===== src/verilog/conv_config.svh =====
`ifndef CONV_CONFIG_SVH
`define CONV_CONFIG_SVH

// Frame height, width and pixel coordinates
`define CONV_LWIDTH 8

// Pixels and weights, both unsigned
`define CONV_DWIDTH 8

// Products and running sums, which wrap at 2^24
`define CONV_AWIDTH 24

// Feature memory address, enough for 1024 pixels per frame
`define CONV_FACCUM 10

`define CONV_D_CONV  2   // Multiply pipeline stages
`define CONV_D_ACCUM 2   // Accumulator read to output register

`endif

===== src/verilog/conv_pkg.sv =====
`default_nettype none

`include "conv_config.svh"

package conv_pkg;

  // Plain strobes that frame a stream of pixels
  typedef struct packed {
    logic start;   // One pulse ahead of the first pixel
    logic valid;   // One per pixel
    logic stop;    // One pulse after the last pixel
  } ctrl_reg;

  // Layer phase driven by the outside sequencer
  typedef enum logic [1:0] {
    CORE_WAIT    = 2'd0,
    CORE_NETWORK = 2'd1,
    CORE_INPUT   = 2'd2,
    CORE_OUTPUT  = 2'd3
  } core_state_t;

  typedef enum logic {
    CTRL_WAIT   = 1'b0,
    CTRL_ACTIVE = 1'b1
  } ctrl_state_t;

  // Feature memory port, already aligned to the datapath
  typedef struct packed {
    logic                    we;
    logic                    rst;     // Overwrite instead of accumulate
    logic [`CONV_FACCUM-1:0] waddr;
    logic [`CONV_FACCUM-1:0] raddr;
  } mem_feat_ctrl;

endpackage

`default_nettype wire


===== src/verilog/conv_mac.sv =====
`default_nettype none
`timescale 1ns/1ps

`include "conv_config.svh"

module conv_mac
  import conv_pkg::*;
(
  input  wire logic                    clk,
  input  wire logic                    xrst,
  input  wire ctrl_reg                 in_ctrl,
  input  wire logic [`CONV_DWIDTH-1:0] in_pixel,
  input  wire logic [`CONV_DWIDTH-1:0] in_weight,
  output logic      [`CONV_AWIDTH-1:0] product
);

  localparam int AW     = `CONV_AWIDTH;
  localparam int D_CONV = `CONV_D_CONV;

  logic [`CONV_DWIDTH-1:0] weight_q;
  logic [`CONV_DWIDTH-1:0] pixel_q;
  logic [AW-1:0]           prod_d [D_CONV-1];

  // One weight per channel frame, taken with the start strobe
  always_ff @(posedge clk) begin
    if (!xrst)
      weight_q <= '0;
    else if (in_ctrl.start)
      weight_q <= in_weight;
  end

  // First stage holds the pixel
  always_ff @(posedge clk) begin
    if (in_ctrl.valid)
      pixel_q <= in_pixel;
  end

  // Second stage holds the product, zero extended to the sum width
  always_ff @(posedge clk) begin
    prod_d[0] <= AW'(pixel_q) * AW'(weight_q);
    for (int i = 1; i < D_CONV-1; i++)
      prod_d[i] <= prod_d[i-1];   // Extra stages for a deeper multiplier
  end

  assign product = prod_d[D_CONV-2];

endmodule

`default_nettype wire


===== config.mk =====
export PLATFORM = sky130hd
export DESIGN_NAME = conv_mac
export DESIGN_NICKNAME = d
export VERILOG_FILES = /design/src/verilog/conv_pkg.sv /design/src/verilog/conv_mac.sv
export VERILOG_INCLUDE_DIRS = /design/src /design/src/verilog
export SDC_FILE = /design/constraint.sdc
export NUM_CORES = 1
export LEC_CHECK = 0
export BUFFER_PORTS_ARGS = -buffer_cell sky130_fd_sc_hd__clkbuf_2
export CAP_MARGIN = 20
export CORE_UTILIZATION = 55
export CTS_CLUSTER_DIAMETER = 100
export DETAILED_ROUTE_END_ITERATION = 12
export PLACE_DENSITY = 0.75
export SYNTH_ARGS = -nofsm -noshare
export SYNTH_HDL_FRONTEND = slang
export SYNTH_SLANG_ARGS = --single-unit
export TNS_END_PERCENT = 20

===== constraint.sdc =====
create_clock -name clk -period 5.3 [get_ports clk]
set_input_delay 1.06 -clock clk [delete_from_list [all_inputs] [get_ports clk]]
set_output_delay 1.06 -clock clk [all_outputs]
set_load 0.1 [all_outputs]

==> impl_metrics.env <==
export IMPL_floorplan_die_area_um2=5810
export IMPL_fin_nets=434
export IMPL_boundaryPins=45
export IMPL_synth_cell_area_um2=3030
export IMPL_cts_reportedPaths_clkPinSlew_ns=0.07
export IMPL_timing_final_setup_violations=0
export IMPL_clock_sinks=32
export IMPL_timing_max_slew_rel_slack=0.642
export IMPL_avgRoutedWirePerCell_um=12.3
export IMPL_worst_slew_pin_transition_ns=0.539
export IMPL_holdCritPathClass="flop to flop"
export IMPL_num_antenna_cells=0
export IMPL_grt_remaining_overflow=0
export IMPL_timing_fmax_ghz=0.227
export IMPL_die_height_um=76.2
export IMPL_layout_worst_path_cycle_share=0.831
export IMPL_drtIter0Drc=73
export IMPL_antenna_violations_before_repair=0
export IMPL_grt_pass1_vias=1989
export IMPL_clk_root_buffer_cell="sky130_fd_sc_hd__clkbuf_8"
export IMPL_initial_utilization=0.582
export IMPL_htree_num_levels=2
export IMPL_global_route_usage_met2=0.340
export IMPL_powerDensity_nw_per_um2=322
export IMPL_vias=2071
export IMPL_drt_pre_antenna_iters=4
export IMPL_peakVddDrop_mv=0.218
export IMPL_setup_fix_bufs_post_cts=0
export IMPL_post_cts_resized=0
export IMPL_grt_use_met1=0.239
export IMPL_holdWs_ns=0.600
export IMPL_final_core_utilization=0.646
export IMPL_grt_total_usage=0.190
export IMPL_placement_io_buffers=35
export IMPL_postRouteAntennaNets=0
export IMPL_sequential_cell_area_um2=721
export IMPL_gpl_final_weighted_congestion=0.785
export IMPL_syn_avg_cell_area_um2=10.1
export IMPL_final_hold_viol_count=0
export IMPL_kind_of_end_point_of_the_critical_path="flop"
export IMPL_layout_min_cycle_time_ns=4.41
export IMPL_tritoncts="done"
export IMPL_placeableCoreArea_um2=5200
export IMPL_timing_critical_path_required_ns=5.51
export IMPL_die_w_um=76.2
export IMPL_ys_types=35
export IMPL_arr_time_crit_path_ns=4.61
export IMPL_grt_use_met3=0.0323
export IMPL_worstSetupPathType="flop to flop"
export IMPL_synth_seq_area_share=0.238
export IMPL_postCtsHoldBufs=0
export IMPL_setup_tns_final_ns=0
export IMPL_top_usage_layer="met2"
export IMPL_route_detailed_drc=0
export IMPL_cellLeakagePower_uw=0.00179
export IMPL_drive_gt1_frac=0.143
export IMPL_final_cell_count_no_fill=412
export IMPL_multi_input_area_um2=2090
export IMPL_cts_path_max_buffers=2
export IMPL_drt_vias_per_instance=5.03
export IMPL_grt_pass1_wl_mm=8.78
export IMPL_post_detail_place_hpwl_mm=4.11
export IMPL_number_of_buffers_created_by_cts=5
export IMPL_area_growth_synth_to_final_pct=11.1
export IMPL_worst_skew_pair_late_latency_ns=0.28
export IMPL_status="complete, no violations"
export IMPL_route_final_wire_length_mm=5.06
export IMPL_layout_filler_cells=451
export IMPL_ys_warnings_count=0
export IMPL_syn_inst=301
export IMPL_report_final_slew_viol_count=0
export IMPL_max_cap_viol_count=0
export IMPL_ys_seq_elements=32
export IMPL_std_cell_rows=26
export IMPL_cp_max_fo=8
export IMPL_clock_skew_final_ns=0.00590
export IMPL_setup_worst_path_start_class="flop"
export IMPL_setup_repair_after_global_routing_missed_its_margin="false"
export IMPL_dpl_cell_count=404
export IMPL_grt_max_degree=12
==> Yosys cell counts <==
master | instances | area [um^2]
sky130_fd_sc_hd__inv_1 | 49 | 184
sky130_fd_sc_hd__and2_1 | 47 | 294
sky130_fd_sc_hd__fa_1 | 36 | 721
sky130_fd_sc_hd__ha_1 | 36 | 450
sky130_fd_sc_hd__dfxtp_1 | 24 | 480
sky130_fd_sc_hd__nand2_1 | 22 | 82.6
sky130_fd_sc_hd__nor2b_1 | 10 | 62.6
sky130_fd_sc_hd__buf_4 | 8 | 60.1
sky130_fd_sc_hd__edfxtp_1 | 8 | 240
sky130_fd_sc_hd__mux2i_1 | 8 | 80.1
sky130_fd_sc_hd__xnor2_1 | 7 | 61.3
sky130_fd_sc_hd__nor2_1 | 6 | 22.5
sky130_fd_sc_hd__a21oi_1 | 5 | 25.0
sky130_fd_sc_hd__o21a_1 | 4 | 30.0
sky130_fd_sc_hd__xor2_1 | 4 | 35.0
sky130_fd_sc_hd__a211o_1 | 3 | 26.3
sky130_fd_sc_hd__and3_1 | 3 | 18.8
sky130_fd_sc_hd__nor3_1 | 2 | 10.0
sky130_fd_sc_hd__o211ai_1 | 2 | 15.0
sky130_fd_sc_hd__o21ai_1 | 2 | 10.0
sky130_fd_sc_hd__a211oi_2 | 1 | 12.5
sky130_fd_sc_hd__a21o_2 | 1 | 8.76
sky130_fd_sc_hd__a221oi_2 | 1 | 15.0
sky130_fd_sc_hd__a31oi_1 | 1 | 6.26
sky130_fd_sc_hd__and2_4 | 1 | 8.76
sky130_fd_sc_hd__buf_2 | 1 | 5.00
sky130_fd_sc_hd__conb_1 | 1 | 3.75
sky130_fd_sc_hd__nand2_2 | 1 | 6.26
sky130_fd_sc_hd__nand3_1 | 1 | 5.00
sky130_fd_sc_hd__nor3b_2 | 1 | 12.5
sky130_fd_sc_hd__nor4_1 | 1 | 6.26
sky130_fd_sc_hd__o21ai_0 | 1 | 5.00
sky130_fd_sc_hd__o22a_1 | 1 | 8.76
sky130_fd_sc_hd__o311ai_0 | 1 | 8.76
sky130_fd_sc_hd__or4_1 | 1 | 7.51
==> report_power, final <==
| group | internal [uW] | total, uW | switching [uW] |
|---|---|---|---|
| clock network | 139 | 237 | 97.9 |
| logic | 131 | 530 | 399 |
| registers | 292 | 317 | 24.9 |
==> layer usage <==
metal,share of wire,vias to the layer above
met5,0,-
met4,0.0085,0
met3,0.035,4
met2,0.53,48
met1,0.43,1000
li1,-,1019
==> critical path, stage by stage (launching register included) <==
cell	delay, ns
sky130_fd_sc_hd__edfxtp_1	0.51
sky130_fd_sc_hd__and2_1	0.23
sky130_fd_sc_hd__fa_1	0.53
sky130_fd_sc_hd__inv_1	0.05
sky130_fd_sc_hd__fa_1	0.47
sky130_fd_sc_hd__inv_1	0.07
sky130_fd_sc_hd__fa_1	0.53
sky130_fd_sc_hd__inv_1	0.06
sky130_fd_sc_hd__fa_1	0.53
sky130_fd_sc_hd__inv_1	0.04
sky130_fd_sc_hd__ha_1	0.34
sky130_fd_sc_hd__and2_4	0.17
sky130_fd_sc_hd__a221oi_2	0.32
sky130_fd_sc_hd__nand3_1	0.17
sky130_fd_sc_hd__and3_1	0.19
sky130_fd_sc_hd__a211oi_2	0.13
==> state kept, by name (all words and copies together) (netlist names) <==
| register | count |
|---|---|
| pixel_q | 8 |
| prod_d | 16 |
| weight_q | 8 |
==> cells in the final DEF, fill, tap and decap left out, types with 5 or more instances in the layout <==
cell type                   n
sky130_fd_sc_hd__conb_1     8
sky130_fd_sc_hd__inv_1     49
sky130_fd_sc_hd__nor2_1     6
sky130_fd_sc_hd__and2_1    47
sky130_fd_sc_hd__clkbuf_8   5
sky130_fd_sc_hd__mux2i_1    8
sky130_fd_sc_hd__ha_1      36
sky130_fd_sc_hd__a21oi_1    5
sky130_fd_sc_hd__xnor2_1    7
sky130_fd_sc_hd__edfxtp_1   8
sky130_fd_sc_hd__nand2_1   22
sky130_fd_sc_hd__nor2b_1   10
sky130_fd_sc_hd__dfxtp_1   24
sky130_fd_sc_hd__fa_1      36
sky130_fd_sc_hd__clkbuf_2  35
==> final timing paths <==
path / cells after the start / slack [ns] / to / startpoint
worst max-delay path: 15 / 0.89 / prod_d[0][15] / pixel_q[3]
worst min-delay path: 1 / 0.60 / prod_d[0][0] / weight_q[0]
worst max register to register: 15 / 0.89 / prod_d[0][15] / pixel_q[3]
worst min register to register: 1 / 0.60 / prod_d[0][0] / weight_q[0]
==> stage by stage <==
stage | area [um^2] | power [uW] | worst slack, ns
2_1_floorplan | 3060 | 776 | 1.26
3_3_place_gp | 3250 | 846 | 0.998
3_5_place_dp | 3250 | 853 | 0.966
4_1_cts | 3360 | 1090 | 0.943
5_1_grt | 3360 | 1150 | 0.749
6_report | 3360 | 1080 | 0.895
==> logic make-up after synthesis <==
| kind of cell | Yosys count | synth area share |
|---|---|---|
| flip-flops | 32 | 0.238 |
| XOR/XNOR | 11 | 0.0318 |
| AND/OR/NAND/NOR | 96 | 0.177 |
| buffers and inverters | 58 | 0.0822 |
| multiplexers | 8 | 0.0264 |
| adder cells (fa/ha/maj) | 72 | 0.387 |
| AO/OA/AOI/OAI | 23 | 0.0566 |
| other | 1 | 0.00124 |
==> area by class of cell <==
cell class | count | area share
flip-flops and latches | 32 | 0.214
clock buffers | 5 | 0.0205
multi-input cells | 218 | 0.620
well taps | 70 | 0.0260
clock inverters | 3 | 0.0126
repair buffers | 35 | 0.0521
inverters | 49 | 0.0547
No activity file was read; power rests on OpenSTA's default activity.
