==> config.mk <==
export PLATFORM = sky130hd
export DESIGN_NAME = conv_ctrl
export DESIGN_NICKNAME = d
export VERILOG_FILES = /design/src/verilog/conv_pkg.sv /design/src/verilog/conv_ctrl.sv
export VERILOG_INCLUDE_DIRS = /design/src /design/src/verilog
export SDC_FILE = /design/constraint.sdc
export NUM_CORES = 1
export LEC_CHECK = 0
export BUFFER_PORTS_ARGS = -buffer_cell sky130_fd_sc_hd__buf_2
export CAP_MARGIN = 20
export CORE_UTILIZATION = 60
export CTS_BUF_LIST = sky130_fd_sc_hd__clkbuf_4
export CTS_CLUSTER_SIZE = 8
export DETAILED_ROUTE_END_ITERATION = 8
export GPL_TIMING_DRIVEN = 0
export PLACE_DENSITY = 0.81
export SKIP_LAST_GASP = 1
export SYNTH_ARGS = -nofsm -noshare
export SYNTH_HDL_FRONTEND = slang
export SYNTH_SLANG_ARGS = --single-unit
==> constraint.sdc <==
create_clock -name clk -period 4.2 [get_ports clk]
set_input_delay 0.21 -clock clk [delete_from_list [all_inputs] [get_ports clk]]
set_output_delay 0.21 -clock clk [all_outputs]
set_load 0.01 [all_outputs]
==> src/verilog/conv_config.svh <==
`ifndef CONV_CONFIG_SVH
`define CONV_CONFIG_SVH

// Frame height, width and pixel coordinates
`define CONV_LWIDTH 8

// Pixels and weights, both unsigned
`define CONV_DWIDTH 8

// Products and running sums, which wrap at 2^24
`define CONV_AWIDTH 24

// Feature memory address, enough for 1024 pixels per frame
`define CONV_FACCUM 10

`define CONV_D_CONV  2   // Multiply pipeline stages
`define CONV_D_ACCUM 2   // Accumulator read to output register

`endif
==> src/verilog/conv_pkg.sv <==
`default_nettype none

`include "conv_config.svh"

package conv_pkg;

  // Plain strobes that frame a stream of pixels
  typedef struct packed {
    logic start;   // One pulse ahead of the first pixel
    logic valid;   // One per pixel
    logic stop;    // One pulse after the last pixel
  } ctrl_reg;

  // Layer phase driven by the outside sequencer
  typedef enum logic [1:0] {
    CORE_WAIT    = 2'd0,
    CORE_NETWORK = 2'd1,
    CORE_INPUT   = 2'd2,
    CORE_OUTPUT  = 2'd3
  } core_state_t;

  typedef enum logic {
    CTRL_WAIT   = 1'b0,
    CTRL_ACTIVE = 1'b1
  } ctrl_state_t;

  // Feature memory port, already aligned to the datapath
  typedef struct packed {
    logic                    we;
    logic                    rst;     // Overwrite instead of accumulate
    logic [`CONV_FACCUM-1:0] waddr;
    logic [`CONV_FACCUM-1:0] raddr;
  } mem_feat_ctrl;

endpackage

`default_nettype wire

==> src/verilog/conv_ctrl.sv <==
`default_nettype none
`timescale 1ns/1ps

`include "conv_config.svh"

module conv_ctrl
  import conv_pkg::*;
(
  input  wire logic                    clk,
  input  wire logic                    xrst,
  input  wire ctrl_reg                 in_ctrl,
  input  wire core_state_t             core_state,
  input  wire logic [`CONV_LWIDTH-1:0] fea_height,
  input  wire logic [`CONV_LWIDTH-1:0] fea_width,
  input  wire logic                    first_input,
  input  wire logic                    last_input,
  input  wire logic                    out_ready,
  output ctrl_reg                      out_ctrl,
  output mem_feat_ctrl                 mem_feat,
  output logic                         conv_oe
);

  localparam int D_CONV = `CONV_D_CONV;
  localparam int D_OUT  = `CONV_D_CONV + `CONV_D_ACCUM;

  ctrl_state_t             state;
  core_state_t             core_q;
  logic                    first_q;
  logic                    last_q;
  logic [`CONV_LWIDTH-1:0] height_q;
  logic [`CONV_LWIDTH-1:0] width_q;
  logic [`CONV_LWIDTH-1:0] conv_x;
  logic [`CONV_LWIDTH-1:0] conv_y;
  logic                    last_x;
  logic                    last_y;
  logic                    finished;
  logic                    rd_issue;
  logic                    in_pixel;
  logic                    we_d   [D_CONV];
  logic                    rst_d  [D_CONV];
  logic [`CONV_FACCUM-1:0] addr_d [D_CONV+1];   // Index 0 is the base address
  ctrl_reg                 out_d  [D_OUT];

  // Active from the first channel start until the last result leaves
  always_ff @(posedge clk) begin
    if (!xrst) begin
      state <= CTRL_WAIT;
    end else begin
      case (state)
        CTRL_WAIT: begin
          if (in_ctrl.start)
            state <= CTRL_ACTIVE;
        end
        CTRL_ACTIVE: begin
          if (out_ctrl.stop)
            state <= CTRL_WAIT;
        end
        default: state <= CTRL_WAIT;
      endcase
    end
  end

  always_ff @(posedge clk) begin
    if (!xrst) begin
      core_q  <= CORE_WAIT;
      first_q <= 1'b0;
      last_q  <= 1'b0;
    end else begin
      core_q  <= core_state;
      first_q <= first_input;
      last_q  <= last_input;
    end
  end

  always_ff @(posedge clk) begin
    if (!xrst) begin
      height_q <= '0;
      width_q  <= '0;
    end else if (in_ctrl.start) begin
      height_q <= fea_height;
      width_q  <= fea_width;
    end
  end

  assign last_x   = conv_x == width_q - 1'b1;
  assign last_y   = conv_y == height_q - 1'b1;
  assign in_pixel = core_q == CORE_INPUT && in_ctrl.valid;

  // One read per cycle while draining, held off by the downstream ready level
  assign rd_issue = state == CTRL_ACTIVE && core_q == CORE_OUTPUT
                 && !finished && out_ready;

  // Raster position of the next read over the output frame
  always_ff @(posedge clk) begin
    if (!xrst) begin
      conv_x <= '0;
      conv_y <= '0;
    end else if (state != CTRL_ACTIVE || core_q != CORE_OUTPUT) begin
      conv_x <= '0;
      conv_y <= '0;
    end else if (rd_issue) begin
      if (last_x) begin
        conv_x <= '0;
        conv_y <= last_y ? '0 : conv_y + 1'b1;
      end else begin
        conv_x <= conv_x + 1'b1;
      end
    end
  end

  // Set once the last coordinate has been read, cleared by the next frame start
  always_ff @(posedge clk) begin
    if (!xrst)
      finished <= 1'b0;
    else if (in_ctrl.start)
      finished <= 1'b0;
    else if (rd_issue && last_x && last_y)
      finished <= 1'b1;
  end

  // Base address and its copies, lined up with the multiply pipeline
  always_ff @(posedge clk) begin
    if (!xrst) begin
      for (int i = 0; i < D_CONV; i++) begin
        we_d[i]  <= 1'b0;
        rst_d[i] <= 1'b0;
      end
      for (int i = 0; i <= D_CONV; i++)
        addr_d[i] <= '0;
    end else begin
      if (in_ctrl.stop || finished)
        addr_d[0] <= '0;
      else if (in_pixel || rd_issue)
        addr_d[0] <= addr_d[0] + 1'b1;

      we_d[0]  <= in_pixel;
      rst_d[0] <= in_pixel && first_q;   // First channel replaces the stale sums
      for (int i = 1; i < D_CONV; i++) begin
        we_d[i]  <= we_d[i-1];
        rst_d[i] <= rst_d[i-1];
      end
      for (int i = 1; i <= D_CONV; i++)
        addr_d[i] <= addr_d[i-1];
    end
  end

  // Read one cycle behind the base address, write when the product is ready
  assign mem_feat = '{
    we:    we_d[D_CONV-1],
    rst:   rst_d[D_CONV-1],
    waddr: addr_d[D_CONV],
    raddr: addr_d[D_CONV-1]
  };

  // Output strobes travel alongside the read data through the accumulator
  always_ff @(posedge clk) begin
    if (!xrst) begin
      for (int i = 0; i < D_OUT; i++)
        out_d[i] <= '0;
    end else begin
      out_d[0].start <= state == CTRL_ACTIVE && in_ctrl.stop && last_q;
      out_d[0].valid <= rd_issue;
      out_d[0].stop  <= rd_issue && last_x && last_y;
      for (int i = 1; i < D_OUT; i++)
        out_d[i] <= out_d[i-1];
    end
  end

  assign out_ctrl = out_d[D_OUT-1];
  assign conv_oe  = out_d[D_OUT-2].valid;   // Loads out_data a cycle ahead of valid

endmodule

`default_nettype wire

==> out/metrics.cfg <==
[cells_and_area]
multi_input_area_um2 = 1690
fin_nets = 488
final.fill_count = 455
n_antenna_cell = 0
fin_util = 0.735
drive_gt1_frac = 0.201
final_area_um2 = 4450
areaGrowthSynthToFinish_pct = 15.1
regArea_um2 = 1980

[logic_synthesis]
synth-edff-count = 30
seq_area_frac_synth = 0.512
synth_seq_cells = 84
synth_common_cells = 54 x dfxtp_1, 45 x nor2_1, 38 x and2_1
synth_top_area_share = 0.279
yosys.area.top_type = dfxtp_1
syn_area_um2 = 3870
yosysMostFrequentCell = dfxtp_1
ys_top_cells_by_area = dfxtp_1 28%, edfxtp_1 23%, and2_1 6.1%
synthCells = 373
yosys_warnings = 0
ys_types = 50
synth-main-ff-cell = dfxtp_1
postSynth.asyncResetShare = 0
syn_area_per_cell_um2 = 10.4

[die]
coreArea_um2 = 6060
die_y_um = 82.3
start_util = 0.638
num_rows = 28
pin_count = 52
die_area_um2 = 6770
die_x_um = 82.3

[worst_setup_path]
endpoint_kind = flop
rr_endpoint = conv_y[6]
start_kind = flop
worst_r2r_path_depth = 9
worstPathArrival_ns = 3.11
critical_path.top_delay_family = simple AND/OR/NAND/NOR gates
critical_path_peak_fanout = 9
crit_buf_inv = 2
slowest_delay_ns = 0.51
crit_slowest_cell = nor4_4
r2r_slack_ns = 1.42
crit_required_ns = 4.53
reg2reg_from = height_q[0]
cp_cell_sequence = inv_1, ha_1, clkbuf_1, nor2b_1, or3_1, a31o_2, nor4_4, o31ai_1, a22o_1
setup.worst_path.start = height_q[0]
crit_type = reg2reg

[pwr]
max-vdd-ir-drop_v = 0.000229
intPower_mw = 1.13
p_seq_frac = 0.601
power_density_nw_per_um2 = 334
p_comb_frac = 0.100
power.switching_uw = 358
leakage_nw = 1.91
p_sw_frac = 0.241
p_clk_frac = 0.298

[global_route]
grt_max_degree = 14
first_global_vias = 2617
grt_usage = 0.232
antenna_found_initial = 0
grt_pass1_wl_mm = 11.6
gr-total-overflow = 0

[placement]
hpwl_mm = 5.10
io_buffers = 50
dp_slack_ns = 1.48
placed_area_um2 = 4280
gp_congestion = 0.811

[cts]
path_clk_slew_ns = 0.12
cts_tree = yes
cts_root_buffer = clkbuf_4
cts_made_buffers = 9
cts_sinks = 84
cts_htree_levels = 3
clock_latency_ns = 0.43
cts_buffer_depth = 2

[sta]
tightestPinTransition_ns = 0.801
report.final.hold_viol_count = 0
slew_viol_final = 0
post-route-min-period_ns = 2.78
min_period_over_period = 0.662
rsz0062_at_grt = no
fin_setup_tns_ns = 0
max_freq_mhz = 360
finalClockSkew_ns = 0.0133
maxSlewHeadroom = 0.460
setup_slack_ns = 1.42
setup_violations = 0

[routing]
dr.pass1.iters = 4
routedWlPerCell_um = 13.1
viasPerCell = 5.31
antenna_left = 0
num_vias = 2851
drt_wl_total_mm = 7.05
drc_errors = 0
drt-initial-drc-count = 96

[worst_hold_path]
hold_class = in2reg
hold_end = height_q[3]
min_from = fea_height[3]
hold_path_depth = 3

[status]
status = finished, final reports clean

[run]
maxCapViolCount = 0

-- state kept, by name (all words and copies together) (netlist names) --
register and flops:
rst_d 2, first_q 1, conv_y 8, conv_x 8, finished 1, we_d 2, height_q 8, out_d 12
state 1, last_q 1, width_q 8, addr_d 30, core_q 2
-- cells in the final DEF, fill, tap and decap left out, types with 8 or more instances in the layout --
cell,Yosys,routed
and2_1,38,38
buf_2,1,51
buf_4,22,22
clkbuf_1,12,12
clkbuf_4,0,10
conb_1,1,20
dfxtp_1,54,54
edfxtp_1,30,30
inv_1,12,12
mux2i_1,17,17
nand2_1,9,9
nor2_1,45,45
nor2b_1,8,8
xnor2_1,14,14
xor2_1,14,14
-- cell families (layout without fill, tap and decap cells) --
kind of cell | after synthesis | in the layout | synth area share
compound gates | 40 | 40 | 0.0770
xor+xnor | 28 | 28 | 0.0634
fa+ha+maj | 5 | 5 | 0.0162
buf+inv | 48 | 118 | 0.0682
flops | 84 | 84 | 0.512
mux | 17 | 17 | 0.0440
other cells | 1 | 20 | 0.000969
simple gates | 150 | 150 | 0.218
-- through the flow --
| stage | hold slack [ns] | cells | total power, mW |
|---|---|---|---|
| floorplan | 0.337 | 392 | 1.01 |
| finish | 0.0174 | 537 | 1.49 |
| global route | 0.0102 | 537 | 1.55 |
| CTS | 0.00105 | 537 | 1.50 |
| detailed placement | 0.414 | 517 | 1.06 |
| global placement | 0.411 | 517 | 1.05 |
-- worst max path at each step --
stage                      endpoint  cells after the start  slack [ns]
after floorplan           conv_y[3]                      9        1.79
after global placement    conv_y[3]                      9        1.56
after detailed placement  conv_y[4]                      9        1.48
after CTS                 conv_y[6]                      9        1.42
after global routing      conv_y[4]                      9        1.24
final                     conv_y[6]                      9        1.42
-- layout make-up --
type,instances,area share
buffer,36,0.0492
clock buffer,10,0.0169
clock inverter,6,0.0124
inverter,12,0.0101
multi-input combinational,260,0.380
sequential,84,0.445
tap,75,0.0211
timing repair buffer,54,0.0652
-- worst min-delay path, stage by stage --
cell     delay [ns]
buf_2          0.08
mux2i_1        0.05
nor2_1         0.07
-- power by group through the flow --
stage / clock network [mW] / logic, mW / registers [mW]
5_1_grt: 0.482 / 0.167 / 0.898
2_1_floorplan: 0 / 0.108 / 0.905
6_report: 0.443 / 0.149 / 0.893
3_3_place_gp: 0 / 0.142 / 0.911
3_5_place_dp: 0 / 0.146 / 0.911
4_1_cts: 0.455 / 0.150 / 0.893
-- layer usage --
| layer | global-route usage | share of wire |
|---|---|---|
| met5 | 0 | 0 |
| met4 | 0.118 | 0.020 |
| met3 | 0.0396 | 0.050 |
| met2 | 0.374 | 0.48 |
| met1 | 0.301 | 0.45 |
-- what timing repair did --
| item | CTS | global route |
|---|---|---|
| endpoints found under the setup margin | 0 | 0 |
| buffers inserted | 0 | 0 |
| hold endpoints to repair | 4 | 0 |
| gates resized for setup | 0 | 0 |
| hold buffers | 4 | 0 |
No activity file was read; power rests on OpenSTA's default activity.
